File: config.mk
export PLATFORM = sky130hd
export DESIGN_NAME = mc_init_seq
export DESIGN_NICKNAME = d
export VERILOG_FILES = /design/src/verilog/mc_init_seq.sv
export SDC_FILE = /design/constraint.sdc
export NUM_CORES = 1
export LEC_CHECK = 0
export BUFFER_PORTS_ARGS = -buffer_cell sky130_fd_sc_hd__buf_2
export CAP_MARGIN = 10
export CORE_MARGIN = 2
export CORE_UTILIZATION = 51
export DETAILED_ROUTE_END_ITERATION = 12
export HOLD_SLACK_MARGIN = 0.05
export PLACE_DENSITY = 0.76
export SLEW_MARGIN = 20
export SYNTH_ARGS = -nofsm -noshare
export SYNTH_HDL_FRONTEND = slang
export SYNTH_SLANG_ARGS = --single-unit
File: constraint.sdc
create_clock -name clk_i -period 2.4 [get_ports clk_i]
set_clock_uncertainty 0.15 [all_clocks]
set_input_delay 0.48 -clock clk_i [delete_from_list [all_inputs] [get_ports clk_i]]
set_output_delay 0.48 -clock clk_i [all_outputs]
set_load 0.01 [all_outputs]
File: src/verilog/mc_init_seq.sv
// mc_init_seq
// sweeps zeros into every tile memory after reset, then holds
// the tiles in reset through a short stage chain before raising ready

`timescale 1ns/100ps

module mc_init_seq #(
  parameter int dmem_size_p   = 64,
  parameter int reset_depth_p = 3
) (
  input  logic        clk_i,
  input  logic        rst_n_i,
  output logic        clr_v_o,
  output logic [15:0] clr_addr_o,
  output logic        tile_reset_o,
  output logic        ready_o
);

  logic [15:0]              clr_cnt_r;
  logic                     clr_done_r;
  logic [reset_depth_p-1:0] rst_chain_r;

  // clear sweep, one word per cycle
  always_ff @(posedge clk_i or negedge rst_n_i) begin
    if (!rst_n_i) begin
      clr_cnt_r  <= '0;
      clr_done_r <= 1'b0;
    end else if (!clr_done_r) begin
      if (clr_cnt_r == 16'(dmem_size_p - 1)) begin
        clr_done_r <= 1'b1;
      end else begin
        clr_cnt_r <= clr_cnt_r + 16'd1;
      end
    end
  end

  assign clr_v_o    = ~clr_done_r;
  assign clr_addr_o = clr_cnt_r;

  // release chain, shifts in ~done
  always_ff @(posedge clk_i or negedge rst_n_i) begin
    if (!rst_n_i) begin
      rst_chain_r <= '1;  // tiles held in reset
    end else begin
      rst_chain_r[0] <= ~clr_done_r;
      for (int i = 1; i < reset_depth_p; i++) begin
        rst_chain_r[i] <= rst_chain_r[i-1];
      end
    end
  end

  assign tile_reset_o = rst_chain_r[reset_depth_p-1];
  assign ready_o      = ~rst_chain_r[reset_depth_p-1];

endmodule

==> results.txt <==
Status: completed
Commonest non-fill, non-tap cell in the layout: buf_2
Worst Path Arrival: 1.93 ns
Fmax: 525 MHz
Largest net degree at the start of global routing: 21
IO buf count: 20
Maximum fanout along the worst path: 7
ANT nets after route: 0
Core Footprint: 1690 sq um
Die height: 45.8 um
Share of the cycle needed by the critical path after routing: 0.793
Sw Share: 0.188
Post-synthesis sequential area ratio: 0.566
Unrepaired setup endpoints after global routing: false
Routability congestion estimate: 0.781
Worst Setup Start Kind: flip-flop
Max VDD drop: 0.317 mV
CP endpoint kind: flip-flop
WS Path Type: flip-flop to flip-flop
Comb power frac: 0.015
Fin nets: 99
Setup bufs post-CTS: 0
Clock share of power: 0.351
Worst hold margin: 0.212 ns
Total I/O pin count: 21
Post-Syn Instances: 71
Site row count: 15
Crit path buf inv count: 0
Post-Place Cell Area: 1000 sq um
Clock Latency Late Sink: 0.29 ns
Initial antenna violation count: 0
Global-route wire length before repair: 2.55 mm
Grt total ovfl: 0
Max-slew violation count: 0
Cell variety after synth: 21
Net Sw Power: 0.000100 W
Clk sink count: 20
Initial Util: 0.527
DRC errors left: 0
Synth Cell Area: 891 sq um
Worst-Margin Slew: 0.421 ns
Clock root cell: clkbuf_4
Critical path's top delay family: flip-flops
1st-pass router iterations: 4
Die X: 45.8 um
Layout area overhead: 18.0%
Max incr delay on CP: 0.46 ns
Total GRT Usage: 0.175
Vias: 604
Hold Vio Cnt, Final: 0
CTS buffer count: 3
Flop pwr share: 0.635
Share of cells above drive strength 1: 0.337
Post-synthesis area per instance: 12.5 sq um
Final WS setup: 0.497 ns
Dpl ws: 0.504 ns
Detailed Place HPWL: 1.21 mm
Iter 0 DRT Violations: 7
Crit path time final: 1.90 ns
Pwr Density: 505 nW/um^2
Clock Path Buffers: 2
Number of global-route vias before repair: 550
CTS tree: yes
Setup_tns: 0 ns
Routed len/inst: 13.8 um
Leakage: 0.500 nW
Slew headroom: 0.719
Die area: 2100 sq um
Most frequent cells in the layout: buf_2 (20), dfrtp_1 (17), xnor2_1 (11), nand4_1 (6)
CP max-delay cell: dfrtp_1
Synth warnings: 0
CP required: 2.43 ns
Max-cap violation count: 0
P_int: 0.000431 W
Worst-path cell chain: ha_1 -> nor3b_1 -> a41oi_2 -> mux2_2
Number of synthesized register bits: 20
Final WL: 1.55 mm
Final Cell Area: 1050 sq um
Design Power: 0.000531 W
Antenna cells: 0
Fill count: 143
Endpoints failing setup: 0
Vias per Instance: 5.39
Syn Nets: 74
Reg clk slew, reported paths: 0.11 ns
HP Class: flip-flop to flip-flop
CTS HTree Levels: 1
==> synthesized netlist by cell type <==
cell	count	area (sq um)
and4_1	3	26.3
nor2_1	2	7.51
and2_1	1	6.26
nand4_1	6	37.5
inv_1	3	11.3
mux2_2	1	11.3
a41oi_2	1	16.3
nand2_1	5	18.8
buf_4	1	7.51
and3_1	2	12.5
ha_1	1	12.5
nor3b_1	1	7.51
nand3_1	5	25.0
nor4_4	1	21.3
nand3b_1	1	7.51
xnor2_1	11	96.3
xor2_1	3	26.3
dfrtp_1	17	425
nor4_2	2	25.0
dfstp_2	3	78.8
mux2i_1	1	10.0
==> cells by family (layout without fill, tap and decap cells) <==
| family | after synthesis | in the layout | synth area share |
|---|---|---|---|
| buf+inv | 4 | 28 | 0.0211 |
| compound gates | 1 | 1 | 0.0183 |
| mux | 2 | 2 | 0.0239 |
| xor+xnor | 14 | 14 | 0.138 |
| fa+ha+maj | 1 | 1 | 0.0140 |
| flops | 20 | 20 | 0.566 |
| simple gates | 29 | 29 | 0.219 |
==> repair_timing <==
| action | 4_1_cts | 5_1_grt |
|---|---|---|
| gates resized for setup | 0 | 0 |
| hold endpoints to repair | 17 | 0 |
| hold buffers | 1 | 0 |
| endpoints found under the setup margin | 0 | 0 |
==> path summary, 6_finish.rpt <==
kind / from / end / slack (ns) / cells after the start
min reg2reg: rst_chain_r[1]$_DFF_PN1_ / rst_chain_r[2]$_DFF_PN1_ / 0.21 / 0
max reg2reg: clr_addr_o[0]$_DFFE_PN0P_ / clr_addr_o[1]$_DFFE_PN0P_ / 0.50 / 4
min in group asynchronous: rst_n_i / clr_addr_o[15]$_DFFE_PN0P_ / 0.50 / 2
max in group asynchronous: rst_n_i / rst_chain_r[0]$_DFF_PN1_ / 1.27 / 2
min: rst_chain_r[1]$_DFF_PN1_ / rst_chain_r[2]$_DFF_PN1_ / 0.21 / 0
max: clr_addr_o[0]$_DFFE_PN0P_ / clr_addr_o[1]$_DFFE_PN0P_ / 0.50 / 4
==> flip-flops by register name (all words and copies together), names as in the netlist <==
name	flops
rst_chain_r	3
clr_addr_o	16
clr_done_r	1
==> through the flow <==
stage,util,cells
3_3_place_gp,0.595,107
4_1_cts,0.622,112
6_report,0.622,112
2_1_floorplan,-,71
3_5_place_dp,0.595,107
5_1_grt,0.622,112
==> power groups by stage <==
stage	clock [W]	combinational, W	sequential (W)
2_1_floorplan	0	0.000000000132	0.000344
6_report	0.000186	0.00000774	0.000337
4_1_cts	0.000197	0.00000835	0.000337
5_1_grt	0.000214	0.00000953	0.000337
3_5_place_dp	0	0.00000712	0.000343
3_3_place_gp	0	0.00000691	0.000343
==> final cells by class <==
type | instances | area, sq um | share of cell area
timing repair buffer | 21 | 110 | 0.105
inverter | 3 | 11.3 | 0.0107
multi-input combinational | 47 | 368 | 0.350
clock buffer | 4 | 36.3 | 0.0345
tap | 17 | 21.3 | 0.0202
sequential | 20 | 504 | 0.480
==> routing by layer <==
layer  up-vias  GRT usage  part of all wire
li1        301          -                 -
met3         2     0.0238             0.039
met2        16      0.287              0.50
met4         0     0.0857            0.0077
met5         -          0                 0
met1       285      0.226              0.45
Note: power is estimated with default switching activity, not from simulation.
