### src/verilog/mc_pkg.sv
// mc_pkg
// shared definitions for the host-to-tile memory fabric:
// word width, operation codes and the request and response packets

package mc_pkg;

  // word width of every data path
  localparam int data_width_c = 32;

  // remote operations a tile can execute
  typedef enum logic [1:0] {
    op_store = 2'd0,
    op_load  = 2'd1,
    op_add   = 2'd2   // fetch-and-add, returns old word
  } mc_op_e;

  // host request packet
  typedef struct packed {
    mc_op_e                  op;
    logic [7:0]              x_cord;  // tile index
    logic [15:0]             addr;    // word address
    logic [data_width_c-1:0] data;
  } mc_req_s;

  // tile response packet
  typedef struct packed {
    logic [7:0]              x_cord;  // responding tile
    logic [data_width_c-1:0] data;
  } mc_rsp_s;

endpackage

### src/verilog/mc_tile.sv
// mc_tile
// word-addressed data memory of one tile, executes store, load and
// fetch-and-add and returns a registered response tagged with its index

`timescale 1ns/100ps

module mc_tile #(
  parameter int x_cord_p    = 0,
  parameter int dmem_size_p = 64
) (
  input  logic            clk_i,
  input  logic            rst_n_i,
  input  logic            tile_reset_i,
  input  logic            clr_v_i,
  input  logic [15:0]     clr_addr_i,
  input  logic            req_v_i,
  input  mc_pkg::mc_req_s req_i,
  output logic            rsp_v_o,
  output mc_pkg::mc_rsp_s rsp_o,
  output logic            store_done_o
);

  import mc_pkg::*;

  localparam int addr_width_lp = (dmem_size_p > 1) ? $clog2(dmem_size_p) : 1;

  logic [data_width_c-1:0]  mem_r [dmem_size_p];
  logic [addr_width_lp-1:0] word_addr;
  logic [data_width_c-1:0]  old_word;
  logic                     exec_v;
  logic                     rsp_v_r;
  logic                     store_done_r;
  logic [data_width_c-1:0]  rsp_data_r;

  assign exec_v    = req_v_i & ~tile_reset_i;
  assign word_addr = req_i.addr[addr_width_lp-1:0];  // modulo dmem size
  assign old_word  = mem_r[word_addr];

  always_ff @(posedge clk_i) begin
    if (clr_v_i) begin
      mem_r[clr_addr_i[addr_width_lp-1:0]] <= '0;
    end else if (exec_v) begin
      case (req_i.op)
        op_store: mem_r[word_addr] <= req_i.data;
        op_add:   mem_r[word_addr] <= old_word + req_i.data;  // wraps at 32 bits
        default:  ;
      endcase
    end
  end

  always_ff @(posedge clk_i or negedge rst_n_i) begin
    if (!rst_n_i) begin
      rsp_v_r      <= 1'b0;
      store_done_r <= 1'b0;
    end else begin
      rsp_v_r      <= exec_v && (req_i.op == op_load || req_i.op == op_add);
      store_done_r <= exec_v && (req_i.op == op_store);
    end
  end

  // old word for load and add
  always_ff @(posedge clk_i) begin
    if (exec_v) rsp_data_r <= old_word;
  end

  assign rsp_v_o      = rsp_v_r;
  assign rsp_o        = '{x_cord: 8'(x_cord_p), data: rsp_data_r};
  assign store_done_o = store_done_r;

endmodule

### config.mk
export PLATFORM = sky130hd
export DESIGN_NAME = mc_tile
export DESIGN_NICKNAME = d
export VERILOG_FILES = /design/src/verilog/mc_pkg.sv /design/src/verilog/mc_tile.sv
export SDC_FILE = /design/constraint.sdc
export NUM_CORES = 2
export LEC_CHECK = 0
export BUFFER_PORTS_ARGS = -buffer_cell sky130_fd_sc_hd__buf_2
export CORE_AREA = 2 2 317 475
export DETAILED_ROUTE_END_ITERATION = 16
export DIE_AREA = 0 0 319 477
export GPL_TIMING_DRIVEN = 1
export PLACE_DENSITY_LB_ADDON = 0.1
export SLEW_MARGIN = 25
export SYNTH_ARGS = -nofsm -noshare
export SYNTH_HDL_FRONTEND = slang
export SYNTH_SLANG_ARGS = --single-unit
### constraint.sdc
create_clock -name clk_i -period 8.6 [get_ports clk_i]
set_clock_uncertainty 0.15 [all_clocks]
set_input_delay 0.43 -clock clk_i [delete_from_list [all_inputs] [get_ports clk_i]]
set_output_delay 0.43 -clock clk_i [all_outputs]
set_load 0.01 [all_outputs]
==> summary.txt <==
Floorplanning
  • Starting Density: 0.547
  • Num ports: 121
  • Die H: 477 um
  • CORE AREA: 0.148 mm^2
  • Row count: 173
  • Chip Width: 319 um
  • Die ar.: 0.152 mm^2

Route
  • Routed Antenna Nets: 0
  • Wire per inst: 34.5 um
  • Initial detailed-routing violation count: 4543
  • Routed Wire Length: 196000 um
  • DR vias: 37.6k
  • Via/cell ratio: 6.63
  • DRT Pass-1 Iters: 8
  • DRC Markers: 0

Logic synthesis
  • Post-synth EDFFs: 2080
  • Ys Warns: 0
  • Async set or reset register ratio after synthesis: 0.000961
  • Synth Instances: 3362
  • Register area share after synthesis: 0.772
  • Mean post-synth cell area: 24.1 um^2
  • Yosys reg bits: 2082
  • Post-synth design cell area: 0.0810 mm^2
  • Post-synthesis cell type count: 61
  • Top FF cell, synth: edfxtp_1

Layout
  • Most frequent cells in the layout: 2080 x edfxtp_1, 663 x mux4_2, 187 x clkbuf_16, 125 x buf_4, 80 x buf_2
  • Most common cell after layout, fill and taps aside: edfxtp_1
  • Fill cells: 10.1k
  • Layout area overhead: 11.9%
  • Fin nets: 3718
  • Layout cell share with drive strength beyond 1: 0.327
  • Finished Cell Area: 0.0906 mm^2

Setup path
  • CP max FO: 66
  • CP startpoint: req_i[32]
  • Crit. End Element: flip-flop
  • Critical Path AT: 6.84 ns
  • Required time of the critical path: 8.96 ns
  • Reg2Reg Capture Point: mem_r[51][29]
  • Critical Path Start Type: input port
  • Register-to-Register Path Depth: 16
  • Critical path class: input port to flip-flop
  • Crit path to: mem_r[7][30]
  • Worst reg2reg startpoint: mem_r[23][8]
  • Reg2reg setup slack: 2.28 ns

Placement
  • Placed cell areas: 0.0850 mm^2
  • Post-DP HPWL: 109000 um
  • Placer Congestion: 0.880
  • Input/output buffers: 84
  • Pre-CTS setup slack: 1.27 ns

Timing
  • RSZ-0062 raised after global routing: false
  • Fin. Hold Viols: 0
  • Worst Max-Slew Pin Slew: 1.11 ns
  • Fin crit share: 0.753
  • Max Clock Freq: 154 MHz
  • Final min period: 6.48 ns
  • Relative slew slack: 0.259
  • Setup TNS: 0 ns
  • Pins Over Slew Limit: 0
  • Setup-failing EPs final: 0
  • Final setup margin: 2.12 ns

CTS
  • Clock transition at the registers of the reported paths: 0.06 ns
  • CTS resizes: 0
  • CTS sink cnt: 2082
  • H-Tree Depth: 4
  • TritonCTS Buffers: 181
  • Longest Clk Path Bufs: 3
  • Post-CTS Setup Bufs: 0
  • Root buffer cell: clkbuf_16
  • Worst-Skew Late Latency: 0.81 ns
  • TritonCTS clock tree: yes
  • Hold buffers post-CTS: 5

Status
  • Status: completed

GRT
  • Overflow after GRT: 0
  • Initial antenna violation count: 12
  • Aggregate global-route resource usage: 0.261
  • Largest net degree at the start of global routing: 129
  • Vias in the first global route: 38.8k
  • First-pass GRT wire length: 279000 um

Job
  • Max-cap violations: 0

Hold path
  • Worst min-delay path class: input port to flip-flop
  • Hold_sp: tile_reset_i

Power
  • Pwr dens: 216 mW/mm^2
  • Static leakage: 23.6 nW
  • Worst vdd ir: 0.173 mV
[critical path, cell delays in order]
cell and delay, ns:
buf_8 0.62, buf_4 0.68, mux4_2 0.58, mux4_2 0.55, mux4_2 0.53, ha_1 0.37, and3_1 0.19, a221o_1 0.35
o31a_1 0.34, a21bo_1 0.30, a31o_2 0.30, a41oi_2 0.33, o311ai_1 0.18, xnor2_1 0.18, a21oi_4 0.17, buf_4 0.54
[cells in the mapped netlist (all sizes together) (2+ instances only)]
cell | number | area [um^2]
a211oi | 7 | 52.6
a21o | 21 | 158
a21oi | 46 | 230
a221o | 2 | 20.0
a31o | 2 | 17.5
a31oi | 10 | 62.6
a41oi | 2 | 25.0
and2 | 10 | 62.6
and3 | 9 | 56.3
and4 | 3 | 26.3
buf | 106 | 517
clkbuf | 68 | 255
dfrtp | 2 | 50.1
edfxtp | 2080 | 62500
ha | 33 | 413
inv | 14 | 52.6
mux2 | 6 | 67.6
mux2i | 7 | 70.1
mux4 | 663 | 14900
nand2 | 49 | 184
nand2b | 6 | 37.5
nand3 | 7 | 35.0
nand3b | 6 | 45.0
nand4 | 5 | 31.3
nor2 | 77 | 289
nor2b | 6 | 37.5
nor3 | 9 | 45.0
o21ai | 47 | 235
o221a | 2 | 22.5
o22ai | 4 | 25.0
o31ai | 3 | 22.5
or3 | 3 | 18.8
xnor2 | 14 | 123
xor2 | 12 | 105
[power by group]
part           internal [mW]  switching, mW  total [mW]
logic                  0.281          0.481       0.762
clock network           4.22           3.47        7.70
registers               11.1         0.0175        11.2
total                   15.6           3.97        19.6
[worst min-delay path by stage]
stage	end	slack [ns]	cells past startpoint
after floorplan	rsp_v_o	-0.02	0
after global placement	rsp_v_o	0.07	1
after detailed placement	rsp_v_o	0.07	1
after CTS	rsp_data_r[13]	0.06	3
after global routing	rsp_data_r[13]	0.1	3
final	rsp_data_r[12]	0.11	3
[sequential cells by signal, indices dropped and copies added (netlist names)]
name and flops:
rsp_v_o 1, rsp_data_r 32, mem_r 2048, store_done_o 1
[metal layers]
layer | global-route usage | part of all wire
met5 | 0 | 0.00034
met4 | 0.0624 | 0.021
met3 | 0.0405 | 0.071
met2 | 0.450 | 0.52
met1 | 0.355 | 0.38
[kinds of logic after synthesis]
kind of cell | share of synthesized area
AO/OA/AOI/OAI | 0.0125
XOR/XNOR | 0.00281
adder cells (fa/ha/maj) | 0.00535
buffers and inverters | 0.0102
flip-flops | 0.772
multiplexers | 0.186
other | 0.0000463
AND/OR/NAND/NOR | 0.0110
[cell type report]
| type | count | area [um^2] | share of cell area |
|---|---|---|---|
| Sequential cell | 2082 | 62500 | 0.690 |
| Clock inverter | 90 | 643 | 0.00709 |
| Tap cell | 1925 | 2410 | 0.0266 |
| Antenna cell | 1 | 2.50 | 0.0000276 |
| Inverter | 14 | 60.1 | 0.000663 |
| Multi-Input combinational cell | 1099 | 18500 | 0.204 |
| Timing Repair Buffer | 227 | 1720 | 0.0190 |
| Clock buffer | 229 | 4840 | 0.0534 |
[through the flow]
stage | hold slack, ns | std cells | power, mW | utilization
after floorplan | -0.0156 | 3369 | 11.9 | -
after global placement | 0.0659 | 5338 | 12.1 | 0.574
after detailed placement | 0.0668 | 5339 | 12.1 | 0.574
after CTS | 0.0627 | 5663 | 19.7 | 0.612
after global routing | 0.0980 | 5667 | 20.1 | 0.612
final | 0.109 | 5667 | 19.6 | 0.612
Power figures use the tool's default switching activity.
