## config.mk

```make
export PLATFORM = sky130hd
export DESIGN_NAME = mc_response_merge
export DESIGN_NICKNAME = d
export VERILOG_FILES = /design/src/verilog/mc_pkg.sv /design/src/verilog/mc_response_merge.sv
export SDC_FILE = /design/constraint.sdc
export NUM_CORES = 1
export LEC_CHECK = 0
export CORE_AREA = 2 2 90 92
export CTS_BUF_LIST = sky130_fd_sc_hd__clkbuf_4 sky130_fd_sc_hd__clkbuf_8
export CTS_CLUSTER_DIAMETER = 100
export DETAILED_ROUTE_END_ITERATION = 10
export DIE_AREA = 0 0 92 94
export DONT_BUFFER_PORTS = 1
export GPL_TIMING_DRIVEN = 0
export PLACE_DENSITY_LB_ADDON = 0.15
export SLEW_MARGIN = 0
export SYNTH_ARGS = -nofsm -noshare
export SYNTH_HDL_FRONTEND = slang
export SYNTH_SLANG_ARGS = --single-unit
```

## constraint.sdc

```tcl
create_clock -name clk_i -period 2.4 [get_ports clk_i]
set_input_delay 0.6 -clock clk_i [delete_from_list [all_inputs] [get_ports clk_i]]
set_output_delay 0.6 -clock clk_i [all_outputs]
set_load 0.05 [all_outputs]
```

## src/verilog/mc_pkg.sv

```systemverilog
// mc_pkg
// shared definitions for the host-to-tile memory fabric:
// word width, operation codes and the request and response packets

package mc_pkg;

  // word width of every data path
  localparam int data_width_c = 32;

  // remote operations a tile can execute
  typedef enum logic [1:0] {
    op_store = 2'd0,
    op_load  = 2'd1,
    op_add   = 2'd2   // fetch-and-add, returns old word
  } mc_op_e;

  // host request packet
  typedef struct packed {
    mc_op_e                  op;
    logic [7:0]              x_cord;  // tile index
    logic [15:0]             addr;    // word address
    logic [data_width_c-1:0] data;
  } mc_req_s;

  // tile response packet
  typedef struct packed {
    logic [7:0]              x_cord;  // responding tile
    logic [data_width_c-1:0] data;
  } mc_rsp_s;

endpackage

```

## src/verilog/mc_response_merge.sv

```systemverilog
// mc_response_merge
// funnels the single valid tile response onto one registered stream
// and counts completed stores

`timescale 1ns/100ps

module mc_response_merge #(
  parameter int num_tiles_p = 4
) (
  input  logic                   clk_i,
  input  logic                   rst_n_i,
  input  logic                   tile_reset_i,
  input  logic [num_tiles_p-1:0] tile_rsp_v_i,
  input  mc_pkg::mc_rsp_s        tile_rsp_i [num_tiles_p],
  input  logic [num_tiles_p-1:0] store_done_i,
  output logic                   rsp_v_o,
  output mc_pkg::mc_rsp_s        rsp_o,
  output logic [15:0]            store_count_o
);

  import mc_pkg::*;

  logic        sel_v;
  mc_rsp_s     sel_rsp;
  logic [15:0] store_inc;
  logic        rsp_v_r;
  mc_rsp_s     rsp_r;
  logic [15:0] store_cnt_r;

  // at most one tile responds per cycle
  always_comb begin
    sel_v     = 1'b0;
    sel_rsp   = '0;
    store_inc = '0;
    for (int i = 0; i < num_tiles_p; i++) begin
      if (tile_rsp_v_i[i]) begin
        sel_v   = 1'b1;
        sel_rsp = tile_rsp_i[i];
      end
      store_inc = store_inc + 16'(store_done_i[i]);
    end
  end

  always_ff @(posedge clk_i or negedge rst_n_i) begin
    if (!rst_n_i) begin
      rsp_v_r     <= 1'b0;
      store_cnt_r <= '0;
    end else begin
      rsp_v_r     <= sel_v & ~tile_reset_i;
      store_cnt_r <= tile_reset_i ? '0 : store_cnt_r + store_inc;
    end
  end

  always_ff @(posedge clk_i) begin
    if (sel_v) rsp_r <= sel_rsp;
  end

  assign rsp_v_o       = rsp_v_r;
  assign rsp_o         = rsp_r;
  assign store_count_o = store_cnt_r;

endmodule

```

==> flow_summary_export.csv, run 1 <==
group,metric,value,unit
status,outcome,"completed",
floorplan,initial_core_util,38.9,%
power_and_ir_drop,ir_drop,0.324,mV
critical_path,critPathLaunchType,"primary input",
final_layout,nets,463,
final_layout,drive_gt1_share,11.9,%
route,drc_errors,0,
route,dr.pass1.iters,4,
synth,yosysWarnings,0,
synth,synth_edf_count,40,
synth,ys_ff_latch,57,
critical_path,crit_type,"in2reg",
final_layout,fin_area,0.00331,sq mm
route,wl_per_cell,23.7,um
timing,fmax,450,MHz
cts,ctsLongestPathBuffers,2,
cts,postCtsSetupBuffers,0,
grt,grt_usage,20.9,%
synth,syn-num-nets,451,
timing,hold_viol,0,
critical_path,cp_max_fo,40,
timing,rsz0062_at_grt,"false",
critical_path,crit_chain,"nor2_1 > clkbuf_1 > nand2_2",
timing,tightest_slew,958,ps
grt,antenna_found_initial,0,
route,initialDrtViolationCount,105,
timing,finalHoldWorstSlack,472,ps
cts,cts.sink_count,57,
synth,synth_cell_types,30,
synth,syn_inst,276,
cts,clk_pin_slew_worst_paths,70,ps
synth,synth_top_area_cell,"edfxtp_1",
place,place.gp.congestion,0.748,
synth,async_flop_share,29.8,%
final_layout,layout_common_cells,"a21oi_1 (47), edfxtp_1 (40), a22oi_1 (38), o22ai_1 (38), dfrtp_1 (17)",
route,vias,2498,
synth,synth_area_per_cell,10.7,sq um
grt,grt_max_degree,41,
synth,netlist.area_leader.share,40.6,%
floorplan,io_pins,228,
cts,cts_root_buf,"clkbuf_8",
place,place.port_buffers,0,
power_and_ir_drop,power_density,852,mW/mm^2
floorplan,core,0.00761,sq mm
timing,finalCritPeriodShare,92.6,%
critical_path,worstPathRequired,2250,ps
synth,yosysSeqAreaShare,55.0,%
power_and_ir_drop,power.total,2.82,mW
timing,max_slew_margin,35.9,%
place,dpl.hpwl,7080,um
route,avgViaCountPerCell,6.32,
critical_path,cp.arrival,2080,ps
critical_path,critical_path.max_stage_delay,690,ps
final_layout,layout_commonest_cell,"a21oi_1",
final_layout,synthToLayoutAreaGrowth,11.8,%
final_layout,antenna_cells,0,
final_layout,nFillCells,740,
worst_hold_path,hp-class,"in2reg",
timing,clock_skew,13.6,ps
critical_path,worst_setup_path_end_kind,"flip-flop",
grt,grt_pass1_vias,2291,
synth,synth_area,0.00296,sq mm
cts,cts_made_buffers,9,
cts,cts_tree,"built",
route,drt_wl_total,9380,um
place,place_area,0.00310,sq mm
synth,ys.flop_type,"edfxtp_1",
worst_hold_path,min-delay-start,"tile_rsp_v_i[3]",
power_and_ir_drop,p_leak,1.17,nW
floorplan,die_w,92,um
timing,post-route-min-period,2220,ps
route,ant_nets,0,
critical_path,crit_path_top_delay_cell,"nand2_2",
synth,synth.top_cells.by_area,"edfxtp_1 (41%), dfrtp_1 (14%), a22oi_1 (9.6%)",
floorplan,die_height,94,um
place,dp_worst_setup_slack,-170,ps
cts,clock_latency,330,ps
cts,htreeDepth,3,
grt,grt_overflow,0,
grt,grt_pass1_wl,13400,um
timing,finalSetupViolCount,0,
critical_path,crit_start,"tile_rsp_v_i[2]",
critical_path,r2r-start,"store_count_o[0]",
cts,cts_resized,0,
floorplan,rows,32,
timing,finalMaxSlewViolations,0,
job,drv_cap,0,
timing,setup_ws,177,ps
floorplan,die_area,0.00865,sq mm
sequential cells by signal, indices dropped and copies added (netlist names):
name,count
rsp_v_o,1
store_count_o,16
rsp_o,40
synthesized netlist by cell type, types with 4 or more instances:
cell type	n
nor2_1	14
buf_2	7
a21oi_1	47
o21ai_0	4
clkbuf_1	16
edfxtp_1	40
xor2_1	8
dfrtp_1	17
a22oi_1	38
nand2_1	6
o22ai_1	38
inv_1	7
nor2b_1	4
per-layer routing:
metal  vias up  global-route usage [%]  routed length, um
met5         -                       0                  0
met4         0                    7.84                136
met3        11                    6.02                777
met2       155                    33.1               4610
met1      1222                    27.3               3860
li1       1110                       -                  -
final cells by class:
type / count / area (sq um) / area share, %
multi-input cells: 187 / 1210 / 36.5
well taps: 102 / 128 / 3.86
plain buffers: 25 / 110 / 3.33
flip-flops and latches: 57 / 1630 / 49.2
repair buffers: 1 / 10.0 / 0.303
inverters: 7 / 26.3 / 0.794
clock buffers: 11 / 145 / 4.39
clock inverters: 5 / 53.8 / 1.63
through the flow:
stage          std cells  setup TNS (ps)  utilization (%)
2_1_floorplan        276           -32.0                -
3_3_place_gp         378           -7040             40.7
3_5_place_dp         378           -7190             40.7
4_1_cts              395               0             43.5
5_1_grt              395               0             43.5
6_report             395               0             43.5
logic make-up after synthesis:
family / share of synthesized area [%]
AOI/OAI and AO/OA: 28.2
and+or+nand+nor: 6.81
xor gates and xnor gates: 2.96
adders and majority gates: 2.45
DFF: 55.0
buffers and inverters: 4.61
report_power, final:
| group | switching (mW) | leakage (nW) | internal, mW |
|---|---|---|---|
| Sequential | 0.426 | 0.645 | 1.18 |
| Combinational | 0.176 | 0.422 | 0.122 |
| Clock | 0.403 | 0.103 | 0.517 |
| Total | 1.01 | 1.17 | 1.81 |
critical path, delay by kind of cell:
| family | cells | cell delay (ps) |
|---|---|---|
| buf+inv | 1 | 460 |
| simple gates | 2 | 990 |
worst paths after layout:
path / to / slack [ps] / cells after the start
worst max-delay path: rsp_o[6] / 180 / 3
worst min-delay path: rsp_o[39] / 470 / 2
worst max register to register: store_count_o[15] / 210 / 6
worst min register to register: store_count_o[15] / 850 / 2
max in group asynchronous: store_count_o[6] / 1110 / 1
min in group asynchronous: store_count_o[1] / 780 / 1
timing repair:
| item | in CTS | in global routing |
|---|---|---|
| hold buffers | 1 | 0 |
| endpoints found under the hold margin | 17 | 0 |
| endpoints found under the setup margin | 0 | 0 |
Note: power is estimated with default switching activity, not from simulation.
==> run 2, diff against run 1 <==
==> constraint.sdc (replaced) <==
create_clock -name clk_i -period 2.67 [get_ports clk_i]
set_input_delay 0.6675 -clock clk_i [delete_from_list [all_inputs] [get_ports clk_i]]
set_output_delay 0.6675 -clock clk_i [all_outputs]
set_load 0.05 [all_outputs]
==> flow_summary_export.csv, run 2 (synthesized netlist as in run 1, its figures left out) <==
group,metric,value,unit
final_layout,nets,464,
power_and_ir_drop,p_leak,1.18,nW
timing,finalCritPeriodShare,90.4,%
final_layout,synthToLayoutAreaGrowth,11.8,%
grt,antenna_found_initial,0,
grt,grt_usage,20.8,%
route,drc_errors,0,
final_layout,multiInputGateArea,0.00120,sq mm
route,dr.pass1.iters,4,
critical_path,cp_max_fo,6,
critical_path,worstPathRequired,2920,ps
grt,grt_max_degree,36,
floorplan,die_area,0.00865,sq mm
route,initialDrtViolationCount,109,
power_and_ir_drop,power.total,2.47,mW
job,drv_cap,0,
power_and_ir_drop,ir_drop,0.347,mV
cts,htreeDepth,3,
power_and_ir_drop,pwr-share-comb,10.6,%
power_and_ir_drop,share_seq_of_total_power,58.3,%
critical_path,critPathLaunchType,"primary input",
route,vias,2458,
timing,hold_viol,0,
timing,finalSetupViolCount,0,
final_layout,largest_reg_flops,40,
floorplan,initial_core_util,38.9,%
cts,ctsLongestPathBuffers,2,
grt,grt_overflow,0,
power_and_ir_drop,power_density,746,mW/mm^2
cts,cts_root_buf,"clkbuf_8",
place,dpl.hpwl,7030,um
power_and_ir_drop,intPower,1.61,mW
timing,rsz0062_at_grt,"false",
final_layout,antenna_cells,0,
timing,tightest_slew,741,ps
final_layout,regArea,0.00163,sq mm
cts,clk_pin_slew_worst_paths,60,ps
floorplan,rows,32,
route,avgViaCountPerCell,6.21,
worst_hold_path,hp-class,"in2async",
final_layout,drive_gt1_share,10.5,%
route,drt_wl_total,9350,um
timing,tns,0,ps
critical_path,worst_setup_path_end_kind,"flip-flop",
power_and_ir_drop,p_sw,864,uW
cts,cts_tree,"built",
final_layout,fin_cells,396,
floorplan,die_height,94,um
place,place.gp.congestion,0.734,
timing,fmax,414,MHz
cts,clock_latency,330,ps
final_layout,nFillCells,721,
critical_path,r2r_slack,350,ps
floorplan,die_w,92,um
power_and_ir_drop,power_frac_clock,31.1,%
timing,clock_skew,5.87,ps
timing,post-route-min-period,2410,ps
cts,cts.sink_count,57,
critical_path,crit_type,"in2reg",
critical_path,cp.arrival,2670,ps
floorplan,io_pins,228,
timing,finalMaxSlewViolations,0,
status,outcome,"completed",
final_layout,layout_common_cells,"a21oi_1 (47), edfxtp_1 (40), a22oi_1 (38), o22ai_1 (38), dfrtp_1 (17)",
route,wl_per_cell,23.6,um
place,dp_cells,379,
cts,cts_made_buffers,9,
place,place.port_buffers,0,
final_layout,layout_commonest_cell,"a21oi_1",
floorplan,core,0.00761,sq mm
grt,grt_pass1_vias,2329,
timing,max_slew_margin,50.5,%
grt,grt_pass1_wl,13200,um
power_and_ir_drop,p_sw_share,35.0,%
route,ant_nets,0,
run 2: cell count changes in the layout (fill, tap and decap cells not counted), sizes merged:
cell | before | now
clkbuf | 27 | 32
clkinv | 2 | 0
buf | 9 | 10
bufinv | 1 | 0
clkinvlp | 1 | 0
inv | 8 | 7
run 2: path summary, 6_finish.rpt:
| check | startpoint | end | cells after the start |
|---|---|---|---|
| hold reg to reg | store_count_o[15] | store_count_o[15] | 2 |
| min in group clk_i | tile_rsp_v_i[3] | rsp_o[39] | 2 |
| setup / recovery | store_done_i[0] | store_count_o[15] | 7 |
| setup reg to reg | store_count_o[0] | store_count_o[15] | 6 |
| max in group asynchronous | rst_n_i | store_count_o[2] | 1 |
| hold / removal | rst_n_i | rsp_v_o | 0 |
run 2: through the flow:
step	hold slack, ps	area [sq um]	util (%)	setup WS [ps]
6_report	30.4	3310	43.5	256
5_1_grt	0.552	3310	43.5	124
4_1_cts	4.99	3300	43.4	260
3_5_place_dp	372	3110	40.9	-92.2
3_3_place_gp	372	3090	40.6	-564
2_1_floorplan	372	2960	-	96.4
run 2: power groups by stage:
stage                     combinational [mW]  sequential (mW)  clock (mW)
final                                  0.262             1.44       0.769
after global placement                 0.249             1.46           0
after detailed placement               0.259             1.46           0
after global routing                   0.299             1.45       0.839
after CTS                              0.258             1.44       0.797
after floorplan                        0.198             1.43           0
run 2: timing repair:
item	CTS	global route
setup buffers	0	0
gates resized for setup	0	0
hold endpoints to repair	0	16
hold buffers	0	1
run 2: area by class of cell:
class	instances	share of cell area (%)
multi-input cells	187	36.2
clock buffers	16	5.71
plain buffers	25	3.33
inverters	7	0.794
repair buffers	2	0.908
flip-flops and latches	57	49.2
well taps	102	3.86
run 2: per-layer routing:
layer / up-vias / global-route usage [%] / part of all wire (%)
met2: 158 / 33.1 / 49
li1: 1119 / - / -
met3: 16 / 8.59 / 9.4
met4: 0 / 8.83 / 1.8
met5: - / 0 / 0
met1: 1165 / 25.0 / 40
run 2: critical path, cell delays in order:
cell	delay (ps)
fa_1	520
inv_1	50
fa_1	380
nor2b_1	340
o21ai_2	150
or4_1	410
a21oi_1	160
