### src/verilog/mc_pkg.sv
// mc_pkg
// shared definitions for the host-to-tile memory fabric:
// word width, operation codes and the request and response packets

package mc_pkg;

  // word width of every data path
  localparam int data_width_c = 32;

  // remote operations a tile can execute
  typedef enum logic [1:0] {
    op_store = 2'd0,
    op_load  = 2'd1,
    op_add   = 2'd2   // fetch-and-add, returns old word
  } mc_op_e;

  // host request packet
  typedef struct packed {
    mc_op_e                  op;
    logic [7:0]              x_cord;  // tile index
    logic [15:0]             addr;    // word address
    logic [data_width_c-1:0] data;
  } mc_req_s;

  // tile response packet
  typedef struct packed {
    logic [7:0]              x_cord;  // responding tile
    logic [data_width_c-1:0] data;
  } mc_rsp_s;

endpackage

### src/verilog/mc_request_router.sv
// mc_request_router
// registers each host request and strobes the addressed tile,
// or pulses error_o for an out-of-range tile index

`timescale 1ns/100ps

module mc_request_router #(
  parameter int num_tiles_p = 4
) (
  input  logic                   clk_i,
  input  logic                   rst_n_i,
  input  logic                   req_v_i,
  input  mc_pkg::mc_req_s        req_i,
  output logic [num_tiles_p-1:0] tile_v_o,
  output mc_pkg::mc_req_s        tile_req_o,
  output logic                   error_o
);

  import mc_pkg::*;

  logic [num_tiles_p-1:0] tile_v_n;
  logic                   error_n;
  logic [num_tiles_p-1:0] tile_v_r;
  logic                   error_r;
  mc_req_s                req_r;

  // one-hot decode of x_cord
  always_comb begin
    for (int i = 0; i < num_tiles_p; i++) begin
      tile_v_n[i] = req_v_i && (int'(req_i.x_cord) == i);
    end
    error_n = req_v_i && (int'(req_i.x_cord) >= num_tiles_p);
  end

  always_ff @(posedge clk_i or negedge rst_n_i) begin
    if (!rst_n_i) begin
      tile_v_r <= '0;
      error_r  <= 1'b0;
    end else begin
      tile_v_r <= tile_v_n;
      error_r  <= error_n;  // single-cycle pulse
    end
  end

  always_ff @(posedge clk_i) begin
    if (req_v_i) req_r <= req_i;
  end

  assign tile_v_o   = tile_v_r;
  assign tile_req_o = req_r;
  assign error_o    = error_r;

endmodule

### config.mk
export PLATFORM = sky130hd
export DESIGN_NAME = mc_request_router
export DESIGN_NICKNAME = d
export VERILOG_FILES = /design/src/verilog/mc_pkg.sv /design/src/verilog/mc_request_router.sv
export SDC_FILE = /design/constraint.sdc
export NUM_CORES = 1
export LEC_CHECK = 0
export BUFFER_PORTS_ARGS = -buffer_cell sky130_fd_sc_hd__buf_2
export CAP_MARGIN = 20
export CELL_PAD_IN_SITES_DETAIL_PLACEMENT = 1
export CELL_PAD_IN_SITES_GLOBAL_PLACEMENT = 1
export CORE_MARGIN = 4
export CORE_UTILIZATION = 31
export CTS_BUF_LIST = sky130_fd_sc_hd__clkbuf_4 sky130_fd_sc_hd__clkbuf_8
export DETAILED_ROUTE_END_ITERATION = 16
export GPL_TIMING_DRIVEN = 0
export PLACE_DENSITY = 0.81
export SLEW_MARGIN = 0
export SYNTH_ARGS = -nofsm -noshare
export SYNTH_HDL_FRONTEND = slang
export SYNTH_SLANG_ARGS = --single-unit
### constraint.sdc
create_clock -name clk_i -period 0.8 [get_ports clk_i]
set_input_delay 0.16 -clock clk_i [delete_from_list [all_inputs] [get_ports clk_i]]
set_output_delay 0.16 -clock clk_i [all_outputs]
set_load 0.01 [all_outputs]
==> impl_metrics.py, run 1 <==
metrics = {
    "clock_network": {
        "cts_root_buffer": "clkbuf_8",
        "clock-sinks": 63,
        "clockBufferDepth": 2,
        "path_clk_slew_ns": 0.07,
        "numCtsBuffers": 9,
        "cts_tree": "done",
        "htreeDepth": 3,
    },
    "timing": {
        "fmax_mhz": 972,
        "setup_slack_ns": -0.229,
        "fin_crit_ns": 1.03,
        "post-route-period-util_pct": 129,
        "worst_hold_slack_ns": 0.0272,
        "setup_viol": 66,
        "tightest_slew_ns": 0.220,
        "tns_ns": -12.64,
        "final_hold_viol_count": 0,
        "max_slew_margin_pct": 85.2,
        "rsz0062_at_grt": "true",
        "slew_viol_final": 0,
    },
    "logic_synthesis": {
        "synth_top_area_share_pct": 90.0,
        "synthTopCellsByArea": "edfxtp_1, dfrtp_1, nor4b_2",
        "ys_seq_area_share_pct": 96.4,
        "avgSynthCellArea_sq_um": 26.9,
        "synth_cell_types": 10,
        "netlist_area_sq_mm": 0.00194,
        "synth_seq_cells": 63,
        "yosys_warnings": 0,
        "synth.largest_area_cell": "edfxtp_1",
        "syn_nets": 133,
        "synthCells": 72,
    },
    "floorplanning": {
        "ioPinCount": 124,
        "fp.dieH_um": 87.0,
        "die_w_um": 87.0,
        "start_util_pct": 32.3,
        "core_sq_mm": 0.00599,
        "fp-row-count": 28,
        "dieArea_sq_mm": 0.00757,
    },
    "routing": {
        "ant_nets": 0,
        "drt_wl_total_um": 5530,
        "firstDrtPassIters": 4,
        "drc": 0,
        "num_vias": 1412,
        "vias_per_cell": 4.15,
        "drtIter0Drc": 64,
        "routedWlPerCell_um": 16.3,
    },
    "pwr": {
        "p_per_area_mw_per_mm2": 2070,
        "peakVddDrop_uv": 1170,
        "p_leak_nw": 1.46,
    },
    "worst_setup_path": {
        "cp.depth": 1,
        "critPathSlowestCell": "edfxtp_1",
        "critical_path.top_delay_family": "flip-flops",
        "end_kind": "output pin",
        "worstPathArrival_ns": 0.87,
        "cp-start-kind": "flip-flop",
        "crit_buf_inv": 1,
        "critPathMaxStageDelay_ns": 0.38,
        "required_ns": 0.64,
        "path_max_fanout": 1,
        "critical_path.cell_chain": "buf_2",
        "crit_type": "reg -> out",
    },
    "placement": {
        "dpl.cell_count": 271,
        "gp_congestion": 0.677,
        "portBuffers": 123,
        "dp_hpwl_um": 3600,
        "pre_cts_slack_ns": -0.662,
    },
    "grt": {
        "grt_max_degree": 43,
        "grt_util_all_layers_pct": 14.9,
        "grt_pass1_wl_um": 8020,
        "grt_pass1_vias": 1528,
        "antenna_found_initial": 0,
        "grt_overflow_total": 0,
    },
    "finish": {
        "drive_above_1_share_pct": 54.0,
        "diodes": 0,
        "num-nets-final": 321,
        "layout_common_cells": "buf_2, edfxtp_1, dlygate4sd3_1, clkbuf_8, dfrtp_1",
        "layout_commonest_cell": "buf_2",
        "area_delta_synth_final_pct": 76.6,
        "final_cell_count_no_fill": 340,
    },
    "flow_run": {
        "cap_violations": 0,
    },
    "status": {
        "violations": "negative setup slack",
        "outcome": "finished with violations",
    },
    "worst_hold_path": {
        "holdPathStages": 1,
        "min_path_type": "in -> reg",
    },
}
state kept, by name, summed over array words and instances (netlist names):
register,count
tile_req_o,58
tile_v_o,4
error_o,1
cell usage after synthesis:
cell and number:
edfxtp_1 58, or4_4 1, dfrtp_1 5, inv_1 1, nand2_1 1, o31a_1 1, or3b_2 1, nor3_1 1
nor4_1 2, nor4b_2 1
what timing repair did:
action	in CTS	in global routing
hold buffers	50	3
endpoints found under the setup margin	110	67
resized for setup	8	4
pin swaps	2	2
gates cloned	0	0
endpoints found under the hold margin	54	3
setup buffers	0	0
layout make-up:
cell class	count	area [sq um]
clock buffers	9	124
clock inverters	7	40.0
fillers	600	2570
inverters	1	3.75
multi-input cells	8	88.8
flip-flops and latches	63	1870
well taps	75	93.8
repair buffers	177	1200
kinds of logic after synthesis:
kind of cell,count (synthesis),synth area share (%)
AO/OA/AOI/OAI,1,0.453
buffers and inverters,1,0.194
AND/OR/NAND/NOR,7,2.91
flip-flops,63,96.4
metrics by stage:
step | utilization (%) | instance area [sq um] | power [W]
after floorplan | - | 1940 | 0.00415
after global placement | 44.2 | 2650 | 0.00458
after detailed placement | 44.5 | 2670 | 0.00462
after CTS | 56.2 | 3370 | 0.00712
after global routing | 57.1 | 3420 | 0.00743
final | 57.1 | 3420 | 0.00707
final timing paths:
check | from | to | slack, ns
setup / recovery | tile_req_o[56] | tile_req_o[56] | -0.23
hold / removal | req_i[55] | tile_req_o[55] | 0.03
max in group asynchronous | rst_n_i | error_o | 0.50
min in group asynchronous | rst_n_i | tile_v_o[2] | 0.17
report_power, final:
part,internal [W],switching (W)
sequential,0.00386,0.0000584
clock,0.00109,0.00121
combinational,0.000458,0.000390
metal layers:
| layer | vias to the layer above | GRT usage [%] | part of all wire [%] |
|---|---|---|---|
| li1 | 665 | - | - |
| met5 | - | 0 | 0 |
| met4 | 0 | 5.24 | 1.5 |
| met3 | 9 | 6.91 | 9.7 |
| met1 | 660 | 14.3 | 34 |
| met2 | 78 | 27.5 | 55 |
(Power assumes the default switching activity.)
==> inputs of run 2 (changes only) <==
--- a/config.mk
+++ b/config.mk
@@ -5,6 +5,7 @@
 export SDC_FILE = /design/constraint.sdc
 export NUM_CORES = 1
 export LEC_CHECK = 0
+export ABC_AREA = 1
 export BUFFER_PORTS_ARGS = -buffer_cell sky130_fd_sc_hd__buf_2
 export CAP_MARGIN = 20
 export CELL_PAD_IN_SITES_DETAIL_PLACEMENT = 1
@@ -14,7 +15,7 @@
 export CTS_BUF_LIST = sky130_fd_sc_hd__clkbuf_4 sky130_fd_sc_hd__clkbuf_8
 export DETAILED_ROUTE_END_ITERATION = 16
 export GPL_TIMING_DRIVEN = 0
-export PLACE_DENSITY = 0.81
+export PLACE_DENSITY_LB_ADDON = 0.1
 export SLEW_MARGIN = 0
 export SYNTH_ARGS = -nofsm -noshare
 export SYNTH_HDL_FRONTEND = slang
==> impl_metrics.py, run 2 <==
metrics = {
    "clock_network": {
        "clockBufferDepth": 2,
        "htreeDepth": 3,
        "cts_root_buffer": "clkbuf_8",
        "path_clk_slew_ns": 0.07,
        "cts_setup_buffers": 0,
        "cts_tree": "done",
        "numCtsBuffers": 9,
        "clock-sinks": 63,
    },
    "finish": {
        "largest_reg_flops": 58,
        "num-nets-final": 318,
        "final_cell_count_no_fill": 337,
        "area_delta_synth_final_pct": 70.3,
        "layout_commonest_cell": "buf_2",
        "post-route-util_pct": 55.2,
        "drive_above_1_share_pct": 53.1,
        "layout_common_cells": "buf_2, edfxtp_1, dlygate4sd3_1, clkbuf_8, nor2_1",
        "n_fill_cell": 613,
        "diodes": 0,
    },
    "logic_synthesis": {
        "ys_seq_area_share_pct": 96.2,
        "synthCells": 79,
        "syn_nets": 140,
        "synthTopCellsByArea": "edfxtp_1, dfrtp_1, nor2_1",
        "synthFlopType": "edfxtp_1",
        "netlist_area_sq_mm": 0.00194,
        "synth_common_cells": "edfxtp_1, nor2_1, dfrtp_1",
        "synth_seq_cells": 63,
        "async_reset_ff_share_pct": 7.94,
        "yosys.cell_count.top_type": "edfxtp_1",
        "synth_top_area_share_pct": 89.7,
        "synth_cell_types": 8,
        "synth_edf_count": 58,
        "avgSynthCellArea_sq_um": 24.6,
        "synth.largest_area_cell": "edfxtp_1",
        "yosys_warnings": 0,
    },
    "worst_setup_path": {
        "path_max_fanout": 1,
        "worstPathArrival_ns": 0.87,
        "critical_path.top_delay_family": "flip-flops",
        "crit_start": "tile_req_o[41]",
        "end_kind": "output pin",
        "crit_type": "reg -> out",
        "critical_path.cell_chain": "buf_2",
        "critPathSlowestCell": "edfxtp_1",
        "crit_buf_inv": 1,
        "required_ns": 0.64,
        "cp-start-kind": "flip-flop",
        "critPathMaxStageDelay_ns": 0.39,
    },
    "timing": {
        "worst_hold_slack_ns": 0.0225,
        "fmax_mhz": 975,
        "final_hold_viol_count": 0,
        "slew_viol_final": 0,
        "max_slew_margin_pct": 74.6,
        "rsz0062_at_grt": "true",
        "post-route-period-util_pct": 128,
        "tns_ns": -11.63,
        "setup_slack_ns": -0.226,
        "tightest_slew_ns": 0.380,
        "fin_crit_ns": 1.03,
        "setup_viol": 63,
    },
    "routing": {
        "drc": 0,
        "firstDrtPassIters": 4,
        "num_vias": 1408,
        "vias_per_cell": 4.18,
        "drtIter0Drc": 59,
        "routedWlPerCell_um": 15.8,
        "ant_nets": 0,
        "drt_wl_total_um": 5330,
    },
    "status": {
        "violations": "negative setup slack",
        "outcome": "finished with violations",
    },
    "placement": {
        "dpl.cell_count": 278,
        "portBuffers": 123,
        "gp_congestion": 0.680,
        "dp_hpwl_um": 3580,
    },
    "grt": {
        "antenna_found_initial": 0,
        "grt_max_degree": 36,
        "grt_pass1_vias": 1463,
        "grt_util_all_layers_pct": 13.3,
        "grt_pass1_wl_um": 7330,
        "grt_overflow_total": 0,
    },
    "pwr": {
        "p_per_area_mw_per_mm2": 2190,
        "p_leak_nw": 1.45,
        "power_w": 0.00725,
        "peakVddDrop_uv": 1070,
    },
    "floorplanning": {
        "fp-row-count": 28,
        "core_sq_mm": 0.00599,
        "die_w_um": 87.1,
        "fp.dieH_um": 87.1,
        "dieArea_sq_mm": 0.00759,
        "start_util_pct": 32.4,
        "ioPinCount": 124,
    },
    "worst_hold_path": {
        "min_path_type": "in -> reg",
        "hp-start": "req_i[37]",
    },
    "flow_run": {
        "cap_violations": 0,
    },
}
run 2: cell types whose count changed after synthesis:
cell | before | now
inv_1 | 1 | 3
nand3_1 | 0 | 4
nand3_2 | 0 | 1
nor2_1 | 0 | 6
nor2_2 | 0 | 1
nor3_1 | 1 | 0
nor4_1 | 2 | 0
nor4b_2 | 1 | 0
o31a_1 | 1 | 0
or3b_2 | 1 | 0
or4_4 | 1 | 0
run 2: timing repair:
| action | in CTS | in global routing |
|---|---|---|
| gates resized for setup | 1 | 3 |
| hold endpoints to repair | 25 | 22 |
| hold buffers | 21 | 22 |
| endpoints found under the setup margin | 98 | 63 |
run 2: power breakdown:
group | switching, W | total (W) | leakage, nW | internal, W
combinational | 0.000380 | 0.000792 | 0.717 | 0.000412
clock | 0.00111 | 0.00254 | 0.0960 | 0.00143
sequential | 0.0000558 | 0.00392 | 0.635 | 0.00387
run 2: cells by family after synthesis:
| group | after synthesis | synth area share [%] |
|---|---|---|
| buffers and inverters | 3 | 0.580 |
| flip-flops | 63 | 96.2 |
| AND/OR/NAND/NOR | 13 | 3.22 |
run 2: layer usage:
layer / part of all wire [%] / routed length [um] / track usage [%] / vias up
met5: 0 / 0 / 0 / -
met4: 1.5 / 78 / 6.28 / 0
met3: 8.3 / 442 / 5.39 / 9
met2: 56 / 2980 / 24.0 / 69
met1: 34 / 1820 / 13.2 / 671
li1: - / - / - / 659
run 2: stage by stage:
step / worst slack [ns] / cell area, sq um
global placement: -0.722 / 2650
detailed placement: -0.523 / 2670
finish: -0.226 / 3300
global route: -0.265 / 3300
CTS: -0.238 / 3070
floorplan: 0.214 / 1940
run 2: path summary, 6_finish.rpt:
| path | end | slack [ns] | depth (start not counted) |
|---|---|---|---|
| max | tile_req_o[41] | -0.23 | 1 |
| min | tile_req_o[37] | 0.02 | 1 |
| max in group asynchronous | tile_v_o[3] | 0.50 | 2 |
| min in group asynchronous | tile_v_o[2] | 0.17 | 2 |
run 2: final cells by class:
cell class	count	area, sq um	share of cell area [%]
tap	75	93.8	2.84
sequential	63	1870	56.5
inverter	3	11.3	0.341
timing repair buffer	167	1090	32.9
clock inverter	6	51.3	1.55
clock buffer	10	131	3.98
multi-input combinational	13	62.6	1.89
